$ cat config.mk
export PLATFORM = sky130hd
export DESIGN_NAME = req_hold
export DESIGN_NICKNAME = d
export VERILOG_FILES = /design/src/verilog/mem_pkg.sv /design/src/verilog/req_hold.sv
export VERILOG_INCLUDE_DIRS = /design/src /design/src/include
export SDC_FILE = /design/constraint.sdc
export NUM_CORES = 1
export LEC_CHECK = 0
export ABC_AREA = 1
export BUFFER_PORTS_ARGS = -buffer_cell sky130_fd_sc_hd__buf_2
export CORE_UTILIZATION = 40
export DETAILED_ROUTE_END_ITERATION = 6
export PLACE_DENSITY = 0.78
export SLEW_MARGIN = 20
export SYNTH_ARGS = -nofsm -noshare
export SYNTH_HDL_FRONTEND = slang
export SYNTH_SLANG_ARGS = --single-unit
$ cat constraint.sdc
create_clock -name clk -period 1.2 [get_ports clk]
set_input_delay 0.3 -clock clk [delete_from_list [all_inputs] [get_ports clk]]
set_output_delay 0.3 -clock clk [all_outputs]
set_load 0.01 [all_outputs]
$ cat src/include/mem_settings.svh
`ifndef MEM_SETTINGS_SVH
`define MEM_SETTINGS_SVH

// bus widths
`define MEM_ADDR_W 32
`define MEM_DATA_W 32

// word memory model, indexed by addr[..:2]
`define MEM_DEPTH 256

// cycles from read acceptance to response
`define MEM_READ_LAT 2

// ready drops one cycle in every period
`define MEM_STALL_PERIOD 4

`endif

$ cat src/verilog/mem_pkg.sv
`include "mem_settings.svh"

package mem_pkg;

    // instruction fetch request
    typedef struct packed {
        logic                   valid;
        logic [`MEM_ADDR_W-1:0] addr;
    } ireq_t;

    // data load/store request
    typedef struct packed {
        logic                   valid;
        logic                   wen;
        logic [`MEM_ADDR_W-1:0] addr;
        logic [`MEM_DATA_W-1:0] wdata;
    } dreq_t;

    // command controller states
    typedef enum logic [1:0] {
        WAIT_CMD,
        WAIT_READY,
        WAIT_READ_VALID
    } cmd_state_t;

endpackage

$ cat src/verilog/req_hold.sv
`include "mem_settings.svh"

module req_hold #(
    parameter type payload_t = mem_pkg::ireq_t
) (
    input  logic     clk,
    input  logic     rst_n,
    input  logic     capture,
    input  logic     clear_valid,
    input  payload_t d,
    output payload_t q
);

    payload_t data_q;
    logic     valid_q;

    // pending flag, capture wins over clear
    always_ff @(posedge clk or negedge rst_n) begin
        if (!rst_n) begin
            valid_q <= 1'b0;
        end else if (capture) begin
            valid_q <= d.valid;
        end else if (clear_valid) begin
            valid_q <= 1'b0;
        end
    end

    always_ff @(posedge clk) begin
        if (capture) begin
            data_q <= d;
        end
    end

    // payload with the tracked valid folded back in
    always_comb begin
        q       = data_q;
        q.valid = valid_q;
    end

endmodule

## Word level (Yosys, flattened, before mapping)

Index checks and enable logic that the tools add are counted.

| word-level totals | value |
|---|---|
| bits in registers | 33 |
| output and inout bits | 33 |
| word-level logic and storage cells | 5 |

| operators by class | value |
|---|---|
| mux-type cells | 2 |
| reductions and logical operators | 1 |

Operators by type and width:

| cell | count |
|---|---|
| 1-bit two-way mux | 2 |
| 2-bit nonzero test | 1 |

## Longest topological paths before layout

| logic depth | value |
|---|---|
| depth in word-level cells | 2 |
| depth in mapped cells | 3 |

## Worst setup path after synthesis

OpenSTA, ideal clock, no wires.

| timing | value |
|---|---|
| kind | flip-flop to output port |
| from | reg valid_q |
| to | out q[32] (netlist bit) |
| arrival time | 0.486 ns |
| path slack | 0.414 ns |
| cell stages (with the launch flop) | 2 |
| buffers on the path | 1 |
| path through | dfrtp_1 -> buf_4 |

RTL lines:

| element | RTL line | source |
|---|---|---|
| start: declaration | req_hold.sv:15 | `logic valid_q;` |
| start signal: assignment | req_hold.sv:22 | `valid_q <= d.valid;` |
| end: declaration | req_hold.sv:11 | `output payload_t q` |

No word-level cell between the ends.

## Worst setup path in the final report

| timing | value |
|---|---|
| from | reg data_q, in the netlist q[4] |
| to | out q[4] (netlist bit) |

RTL lines:

| element | RTL line | source |
|---|---|---|
| start: declaration | req_hold.sv:14 | `payload_t data_q;` |
| start signal: assignment | req_hold.sv:30 | `data_q <= d;` |

No word-level cell between the ends.

==> impl_metrics.csv <==
group,metric,value,unit
yosys,netlist_instances,38,
yosys,yosysSeqAreaShare,0.9777,
clocking,cts_max_path_buffers,2,
power,ir_drop,0.8255,mV
worst_setup_path,required,900,ps
power,leakagePower,0.6519,nW
placement,portBuffers,69,
sta,final-hold-violation-count,0,
floorplan,die-area,2726,um2
final_layout,fin_util,0.6362,
route,post_drt_wl_per_cell,13.22,um
global_route,antenna_found_initial,0,
clocking,cts.sinks,33,
worst_setup_path,critPathLaunchType,"register",
worst_setup_path,slowest_stage,"edfxtp_1",
route,drt-vias-per-instance,4.340,
yosys,synth.distinct_cells,5,
clocking,htree_num_levels,2,
worst_setup_path,cp_max_fo,1,
clocking,cts_setup_buffers,0,
route,drcViolationCount,0,
sta,period_share,0.9584,
min_path,hold_class,"in2reg",
worst_setup_path,crit_arrival,850,ps
route,wl,1.904,mm
clocking,clkTransAtPathRegs,100,ps
yosys,netlist_area,1008,um2
route,dr.first_iter.drc_count,6,
final_layout,mostFrequentLayoutCells,"buf_2 (69), edfxtp_1 (32), clkbuf_4 (5)",
sta,rsz0062_at_grt,"true",
worst_setup_path,crit_family,"flip-flops",
power,power,2.142,mW
clocking,cts_buffers,5,
final_layout,final_common_cell,"buf_2",
sta,layout_min_cycle_time,1150,ps
final_layout,fin_cells,144,
yosys,yosysWarnings,0,
route,dr.pass1.iters,4,
sta,relSlewSlack,0.8801,
worst_setup_path,critPathKind,"reg2out",
global_route,grt_pass1_vias,625,
floorplan,die-width,52.21,um
job,drv_cap,0,
global_route,grt-ovfl-total,0,
floorplan,fp-row-count,17,
yosys,syn_area_per_cell,26.54,um2
clocking,clock_latency,300,ps
floorplan,initial_core_util,0.4390,
final_layout,layout-drive-gt1-share,0.6552,
floorplan,ios,70,
worst_setup_path,cp-end-kind,"output pin",
outcome,status,"finished clean",
worst_setup_path,path_buf_inv,1,
route,vias,625,
final_layout,fin_area,1461,um2
clocking,cts_resized,0,
sta,fmax,869.5,MHz
clocking,clockRootBuffer,"clkbuf_4",
sta,tightestPinTransition,179.9,ps
worst_setup_path,cp_cell_sequence,"buf_2",
placement,placed_cells,135,
sta,timing.setup.tns,0,ps
global_route,grt_usage,0.1538,
final_layout,syn_to_final_growth,44.91,%
worst_setup_path,cpPeakStageDelay,390,ps
power,power_density,1465,nW/um2
global_route,grt_max_degree,35,
final_layout,final_nets,152,
final_layout,diodes,0,
final_layout,fill_cells,181,
floorplan,core,2297,um2
sta,fin_skew,0,ps
sta,final_max_slew_viol_count,0,
placement,dpl_cell_area,1401,um2
clocking,tritoncts,"yes",
route,antenna_left,0,
yosys,ys_seq_elements,33,
global_route,grt_pass1_wl,2.780,mm
sta,setup_viol_count_final,0,
floorplan,die_y,52.21,um
placement,gp_congestion,0.6429,
yosys,synth_nets,75,
## registers in the layout, indices dropped and copies added (netlist names)
name     flops
q           32
valid_q      1
## cell type report
cell class	instances	area (um2)	area share
Timing Repair Buffer	71	375.4	0.2568
Tap cell	28	35.03	0.02397
Multi-Input combinational cell	4	15.01	0.01027
Sequential cell	33	985.9	0.6747
Clock buffer	5	37.54	0.02568
Clock inverter	3	12.51	0.008562
## layer usage
metal,wire length (um),up-vias,global-route usage
met4,0,0,0.05263
met3,253,0,0.06667
met5,0,-,0
met1,733,279,0.1769
li1,-,301,-
met2,917,45,0.2564
## what timing repair did
item	in CTS	in global routing
setup endpoints to repair	0	1
endpoints found under the hold margin	1	0
hold buffers	1	0
## cells in the mapped netlist
library cell,n,area [um2]
edfxtp_1,32,960.9
buf_4,1,7.510
dfrtp_1,1,25.02
nor2_1,1,3.750
nand2_1,3,11.26
## stage by stage
step	hold WS, ps	setup WS [ps]
after floorplan	4.409	413.9
after global placement	75.82	285.0
after detailed placement	76.65	262.6
after CTS	136.1	22.80
after global routing	134.0	-2.450
final	158.1	49.94
## logic make-up (layout without fill, tap and decap cells)
group / Yosys count / in the layout / share of synthesized area
flops: 33 / 33 / 0.9777
simple gates: 4 / 4 / 0.01488
buf+inv: 1 / 79 / 0.007447
## power by group
group	total, mW	leakage [nW]	internal, mW	switching, mW
clock	0.537	0.0300	0.212	0.325
sequential	1.38	0.326	1.36	0.0214
combinational	0.221	0.296	0.107	0.114
total	2.14	0.652	1.68	0.461
## path summary, 6_finish.rpt
check | cells past startpoint | endpoint | from | slack, ps
max | 1 | q[4] | q[4]$_DFFE_PP_ | 50
min | 1 | q[6]$_DFFE_PP_ | d[6] | 160
max reg2reg | 2 | valid_q$_DFFE_PN0P_ | valid_q$_DFFE_PN0P_ | 610
min reg2reg | 2 | valid_q$_DFFE_PN0P_ | valid_q$_DFFE_PN0P_ | 480
max in group asynchronous | 2 | valid_q$_DFFE_PN0P_ | rst_n | 840
min in group asynchronous | 2 | valid_q$_DFFE_PN0P_ | rst_n | 280
Note: power is estimated with default switching activity, not from simulation.
