$ cat src/include/mem_settings.svh
`ifndef MEM_SETTINGS_SVH
`define MEM_SETTINGS_SVH

// bus widths
`define MEM_ADDR_W 32
`define MEM_DATA_W 32

// word memory model, indexed by addr[..:2]
`define MEM_DEPTH 256

// cycles from read acceptance to response
`define MEM_READ_LAT 2

// ready drops one cycle in every period
`define MEM_STALL_PERIOD 4

`endif

$ cat src/verilog/mem_pkg.sv
`include "mem_settings.svh"

package mem_pkg;

    // instruction fetch request
    typedef struct packed {
        logic                   valid;
        logic [`MEM_ADDR_W-1:0] addr;
    } ireq_t;

    // data load/store request
    typedef struct packed {
        logic                   valid;
        logic                   wen;
        logic [`MEM_ADDR_W-1:0] addr;
        logic [`MEM_DATA_W-1:0] wdata;
    } dreq_t;

    // command controller states
    typedef enum logic [1:0] {
        WAIT_CMD,
        WAIT_READY,
        WAIT_READ_VALID
    } cmd_state_t;

endpackage

$ cat src/verilog/mem_cmd_ctrl.sv
`include "mem_settings.svh"

module mem_cmd_ctrl (
    input  logic                   clk,
    input  logic                   rst_n,
    input  logic                   ireq_valid,
    input  logic [`MEM_ADDR_W-1:0] ireq_addr,
    input  logic                   dreq_valid,
    input  logic                   dreq_wen,
    input  logic [`MEM_ADDR_W-1:0] dreq_addr,
    input  logic [`MEM_DATA_W-1:0] dreq_wdata,
    input  mem_pkg::ireq_t         held_ireq,
    input  mem_pkg::dreq_t         held_dreq,
    input  logic                   mem_req_ready,
    input  logic                   mem_resp_valid,
    output logic                   req_ready,
    output logic                   capture,
    output logic                   clear_ireq,
    output logic                   mem_req_valid,
    output logic                   mem_req_wen,
    output logic [`MEM_ADDR_W-1:0] mem_req_addr,
    output logic [`MEM_DATA_W-1:0] mem_req_wdata,
    output logic                   read_is_fetch,
    output logic                   read_phase
);

    mem_pkg::cmd_state_t state;
    mem_pkg::cmd_state_t state_nxt;
    mem_pkg::cmd_state_t issue_state;

    logic                   live_any;
    logic                   held_both;
    logic                   read_done;
    logic                   cmd_gate;
    logic                   src_ivalid;
    logic [`MEM_ADDR_W-1:0] src_iaddr;
    logic                   src_dvalid;
    logic                   src_dwen;
    logic [`MEM_ADDR_W-1:0] src_daddr;
    logic [`MEM_DATA_W-1:0] src_dwdata;

    assign live_any   = ireq_valid | dreq_valid;
    assign held_both  = held_ireq.valid & held_dreq.valid;
    assign read_phase = (state == mem_pkg::WAIT_READ_VALID);
    assign read_done  = read_phase & mem_resp_valid;

    // a held fetch means the outstanding read is the fetch
    assign read_is_fetch = held_ireq.valid;

    // new requests only when idle or when the last read returns with nothing queued
    assign req_ready  = (state == mem_pkg::WAIT_CMD) | (read_done & ~held_both);
    assign capture    = req_ready & live_any;
    assign clear_ireq = read_done & held_both;

    // pick where the next memory command comes from
    always_comb begin
        src_ivalid = ireq_valid;
        src_iaddr  = ireq_addr;
        src_dvalid = dreq_valid;
        src_dwen   = dreq_wen;
        src_daddr  = dreq_addr;
        src_dwdata = dreq_wdata;
        if (state == mem_pkg::WAIT_READY) begin
            // retry whatever is held, fetch first
            src_ivalid = held_ireq.valid;
            src_iaddr  = held_ireq.addr;
            src_dvalid = held_dreq.valid;
            src_dwen   = held_dreq.wen;
            src_daddr  = held_dreq.addr;
            src_dwdata = held_dreq.wdata;
        end else if (read_phase && held_both) begin
            // fetch of a pair done, second half goes out now
            src_ivalid = 1'b0;
            src_dvalid = held_dreq.valid;
            src_dwen   = held_dreq.wen;
            src_daddr  = held_dreq.addr;
            src_dwdata = held_dreq.wdata;
        end
    end

    // nothing may issue while a read is still in flight
    assign cmd_gate      = ~read_phase | mem_resp_valid;
    assign mem_req_valid = cmd_gate & (src_ivalid | src_dvalid);
    assign mem_req_wen   = ~src_ivalid & src_dvalid & src_dwen;
    assign mem_req_addr  = src_ivalid ? src_iaddr : src_daddr;
    assign mem_req_wdata = src_dwdata;

    // where an issued command leads
    always_comb begin
        if (!mem_req_ready) begin
            issue_state = mem_pkg::WAIT_READY;
        end else if (mem_req_wen) begin
            issue_state = mem_pkg::WAIT_CMD;
        end else begin
            issue_state = mem_pkg::WAIT_READ_VALID;
        end
    end

    always_comb begin
        if (mem_req_valid) begin
            state_nxt = issue_state;
        end else if (read_done) begin
            state_nxt = mem_pkg::WAIT_CMD;
        end else begin
            state_nxt = state;
        end
    end

    always_ff @(posedge clk or negedge rst_n) begin
        if (!rst_n) begin
            state <= mem_pkg::WAIT_CMD;
        end else begin
            state <= state_nxt;
        end
    end

endmodule

$ cat config.mk
export PLATFORM = sky130hd
export DESIGN_NAME = mem_cmd_ctrl
export DESIGN_NICKNAME = d
export VERILOG_FILES = /design/src/verilog/mem_pkg.sv /design/src/verilog/mem_cmd_ctrl.sv
export VERILOG_INCLUDE_DIRS = /design/src /design/src/include
export SDC_FILE = /design/constraint.sdc
export NUM_CORES = 1
export LEC_CHECK = 0
export ABC_CLOCK_PERIOD_IN_PS = 1500
export BUFFER_PORTS_ARGS = -buffer_cell sky130_fd_sc_hd__buf_2
export CORE_AREA = 2 2 106 108
export CTS_BUF_LIST = sky130_fd_sc_hd__clkbuf_4 sky130_fd_sc_hd__clkbuf_8
export DETAILED_ROUTE_END_ITERATION = 8
export DIE_AREA = 0 0 108 110
export SLEW_MARGIN = 25
export SYNTH_ARGS = -nofsm -noshare
export SYNTH_HDL_FRONTEND = slang
export SYNTH_SLANG_ARGS = --single-unit
$ cat constraint.sdc
create_clock -name clk -period 1.5 [get_ports clk]
set_input_delay 0.075 -clock clk [delete_from_list [all_inputs] [get_ports clk]]
set_output_delay 0.075 -clock clk [all_outputs]
set_load 0.01 [all_outputs]
Word level (Yosys, flattened, before mapping). Cells that the tools add are included. Widths: inputs -> output; s select.

Reductions and logical operators: 3. Bitwise gates (word level): 15. Equality and inequality tests: 2. Mux-type cells: 16.

Operators by type and width (count): $mux 32 (6); $and 1x1->1 (8); $mux 2 (4); $mux 1 (6); $or 1x1->1 (4); $not 1->1 (3); $eq 2x1->1 const B (1); $eq 2x2->1 const B (1); $logic_not 2->1 (1); $reduce_bool 2->1 (1); $logic_and 1x1->1 (1).

Bits of input ports: 202. Output and inout port bits: 71. Flip-flop bits (word level): 2. Word-level logic and storage cells: 37.

Depth between registers and ports, before layout.
Depth in word-level cells: 10. Gate-level depth with buffers: 8. Depth with buffers taken out: 4.

Least setup slack after synthesis. OpenSTA, ideal clock, no wires.

Path kind: register to output. Start: reg state[0]. End: out mem_req_addr[10]. Slack: -0.175 ns. Arrival: 1.600 ns. Required time: 1.425 ns. Stages on the path, launching flop included: 7. Path buffers: 2. Cells stage by stage: dfrtp_1 -> nor2b_1 -> buf_6 -> nor2b_4 -> nor3_4 -> buf_6 -> mux2i_1.

Longest elaborated chain between the ends: 5. Elaborated cells between the ends (all ways): 9. Classes of those cells: eq/ne: 2; mux: 6; reduce/logical: 1.

Ends and longest elaborated chain: from (decl) (RTL line mem_cmd_ctrl.sv:27) `mem_pkg::cmd_state_t state;`; from (signal assigned) (RTL line mem_cmd_ctrl.sv:111) `state <= mem_pkg::WAIT_CMD;`; from (signal assigned) (RTL line mem_cmd_ctrl.sv:113) `state <= state_nxt;`; $eq 2x2->1 (RTL line mem_cmd_ctrl.sv:44) `assign read_phase = (state == mem_pkg::WAIT_READ_VALID);`; $logic_and 1x1->1 (RTL line mem_cmd_ctrl.sv:71) `end else if (read_phase && held_both) begin`; $mux 32 / $mux 1 (equally long branches) (RTL line mem_cmd_ctrl.sv:71); $mux 32 / $mux 1 (equally long branches) (RTL line mem_cmd_ctrl.sv:63) `if (state == mem_pkg::WAIT_READY) begin`; $mux 32 * (RTL line mem_cmd_ctrl.sv:85) `assign mem_req_addr = src_ivalid ? src_iaddr : src_daddr;`; to (decl) (RTL line mem_cmd_ctrl.sv:21) `` output logic [`MEM_ADDR_W-1:0] mem_req_addr, ``.

Every way passes the cells marked *; elsewhere a longest branch is shown, timed or not.

Worst setup path after layout.
Start: reg state[1]. End: out mem_req_wdata[20].

Longest elaborated chain between the ends: 4. Elaborated cells between the ends (all ways): 5. Classes of those cells: eq/ne: 2; mux: 2; reduce/logical: 1.

Ends and longest elaborated chain: $eq 2x2->1 (RTL line mem_cmd_ctrl.sv:44); $logic_and 1x1->1 (RTL line mem_cmd_ctrl.sv:71); $mux 32 (RTL line mem_cmd_ctrl.sv:71); $mux 32 * (RTL line mem_cmd_ctrl.sv:63); to (decl) (RTL line mem_cmd_ctrl.sv:22) `` output logic [`MEM_DATA_W-1:0] mem_req_wdata, ``.

Marked as above.

==> results.json <==
{
  "end_kind": "output port",
  "overflow": 0,
  "first_global_vias": 2740,
  "die_w_um": 108,
  "largestRegisters": "state x2",
  "power_mw": 8.49,
  "totalWireLength_mm": 10.5,
  "vias_per_cell": 4.25,
  "initial_core_util_pct": 16.6,
  "seq_power_share_pct": 1.3,
  "switching_power_mw": 3.40,
  "timing.hold.ws_ns": 0.0600,
  "p_leak_nw": 2.34,
  "ys.warnings.count": 0,
  "post-dp-hpwl_mm": 7.80,
  "p_sw_share_pct": 40.0,
  "rsz0062_at_grt": "yes",
  "rows": 38,
  "layout-drive-gt1-share_pct": 77.5,
  "setup_ws_ns": -0.493,
  "synth_area_um2": 1780,
  "area_delta_synth_final_pct": 151,
  "synth_cell_types": 30,
  "period_share_pct": 133,
  "hold_class": "primary input to flop",
  "status": "finished with violations",
  "drc_errors": 0,
  "ios": 273,
  "finalSetupViolCount": 68,
  "diodes": 0,
  "pwr-share-clk_pct": 2.6,
  "clockBufferDepth": 2,
  "grt_max_degree": 14,
  "clock_skew_ns": 0.00365,
  "final_cells": 642,
  "max_freq_mhz": 502,
  "place_inst": 612,
  "drt_pre_antenna_iters": 4,
  "syn_nets": 387,
  "worstSetupPathType": "flop to output port",
  "arrival_ns": 1.92,
  "fin_nets": 706,
  "multiInputGateArea_um2": 1790,
  "ir_drop_v": 0.000763,
  "largest_reg_flops": 2,
  "required_ns": 1.42,
  "finalMaxSlewViolations": 0,
  "grt_pass1_wl_mm": 13.9,
  "antenna_left": 0,
  "crit_path_start_kind": "flop",
  "final_cell_mix": "239 x buf_2, 83 x mux2i_1, 41 x buf_6",
  "p_int_mw": 5.09,
  "cap_violations": 0,
  "final_common_cell": "buf_2",
  "grt_usage_pct": 15.4,
  "ys_seq_area_share_pct": 2.81,
  "rrSetupSlack_ns": -0.07,
  "final_util_pct": 41.7,
  "tns_ns": -28.00,
  "maxSlewHeadroom_pct": 79.3,
  "root_buffer": "clkbuf_8",
  "top_register": "state",
  "htree_levels": 1,
  "violations": "negative setup slack",
  "coreArea_um2": 10700,
  "r2r_cells": 10,
  "p_per_area_nw_per_um2": 1900,
  "antenna_found_initial": 0,
  "io_buffers": 272,
  "hold_path_depth": 2,
  "regArea_um2": 50.0,
  "wl_per_cell_um": 16.4,
  "n_fill_cell": 1062,
  "final_hold_viol_count": 0,
  "die_h_um": 110,
  "critical_path.max_fanout": 5,
  "tightest_slew_ns": 0.310,
  "finalCriticalPeriod_ns": 1.99,
  "synth_cells": 185,
  "clk_pin_slew_ns": 0.03,
  "insertion_delay_ns": 0.22,
  "place_congestion": 0.905,
  "synth-seq-cells": 2,
  "syn_avg_cell_area_um2": 9.61,
  "drtIter0Drc": 70,
  "numCtsBuffers": 3,
  "cts_tree": "built",
  "clock_sinks": 2,
  "vias": 2731,
  "combPwrFrac_pct": 96.1,
  "dieArea_um2": 11900
}
worst paths after layout:
path,startpoint,endpoint
worst min-delay path,mem_req_ready,state[0]
worst min register to register,state[0],state[0]
max in group asynchronous,rst_n,state[0]
worst max-delay path,state[1],mem_req_wdata[20]
min in group asynchronous,rst_n,state[1]
worst max register to register,state[1],state[0]
power by group through the flow:
stage / combinational [mW] / clock (mW) / sequential (mW)
after detailed placement: 5.59 / 0 / 0.109
after global placement: 5.50 / 0 / 0.103
after CTS: 8.02 / 0.216 / 0.108
final: 8.16 / 0.217 / 0.111
after floorplan: 3.65 / 0 / 0.0996
after global routing: 8.64 / 0.231 / 0.112
per-layer routing:
metal  GRT usage [%]  part of all wire [%]
met4            3.85                   1.4
met1            15.7                    35
met3            2.41                   8.7
met2            32.1                    55
met5               0                     0
what timing repair did:
action / in CTS / in global routing
hold endpoints to repair: 2 / 0
hold buffers: 1 / 0
gates resized for setup: 88 / 17
setup buffers: 23 / 3
pin swaps: 5 / 4
gates cloned: 6 / 3
endpoints found under the setup margin: 68 / 68
cells by family (layout without fill, tap and decap cells):
group,count (synthesis),in the layout,share of synthesized area [%]
mux,129,129,74.9
compound gates,16,16,6.40
flops,2,2,2.82
buf+inv,19,336,9.29
simple gates,19,19,6.55
worst max-delay path, cell delays in order (launching register included):
cell     delay, ns
dfrtp_1       0.41
and4b_1       0.22
or2_4         0.27
buf_4         0.14
buf_8         0.13
buf_4         0.14
mux2_2        0.27
buf_6         0.12
cells in the mapped netlist:
library cell / count / area (µm²)
a211oi_1: 1 / 7.51
a21boi_0: 1 / 7.51
a21o_1: 1 / 7.51
a21oi_1: 3 / 15.0
a2bb2oi_1: 1 / 8.76
a31oi_1: 1 / 6.26
and2_1: 1 / 6.26
and4b_1: 1 / 10.0
buf_2: 3 / 15.0
buf_4: 2 / 15.0
buf_6: 11 / 124
clkbuf_1: 1 / 3.75
dfrtp_1: 2 / 50.1
inv_1: 2 / 7.51
mux2_1: 33 / 372
mux2i_1: 96 / 961
nand2_1: 3 / 11.3
nand2b_1: 1 / 6.26
nand3_1: 2 / 10.0
nor2_1: 5 / 18.8
nor2b_1: 2 / 12.5
nor2b_4: 1 / 13.8
nor3_1: 1 / 5.00
nor3_4: 1 / 16.3
o211ai_1: 1 / 7.51
o21ai_0: 2 / 10.0
o31a_1: 2 / 17.5
o31ai_1: 2 / 15.0
o41a_1: 1 / 11.3
or2_1: 1 / 6.26
through the flow:
stage               cell area (µm²)  setup slack, ns
floorplan                      1860           -0.126
global placement               3530           -0.211
detailed placement             3530           -0.253
CTS                            4360           -0.481
global route                   4460           -0.554
finish                         4460           -0.493
area by class of cell:
| cell class | count | share of cell area (%) |
|---|---|---|
| Clock buffer | 3 | 0.926 |
| Multi-Input combinational cell | 164 | 40.3 |
| Inverter | 2 | 0.168 |
| Timing Repair Buffer | 331 | 53.6 |
| Tap cell | 140 | 3.93 |
| Sequential cell | 2 | 1.12 |
(Power assumes the default switching activity.)
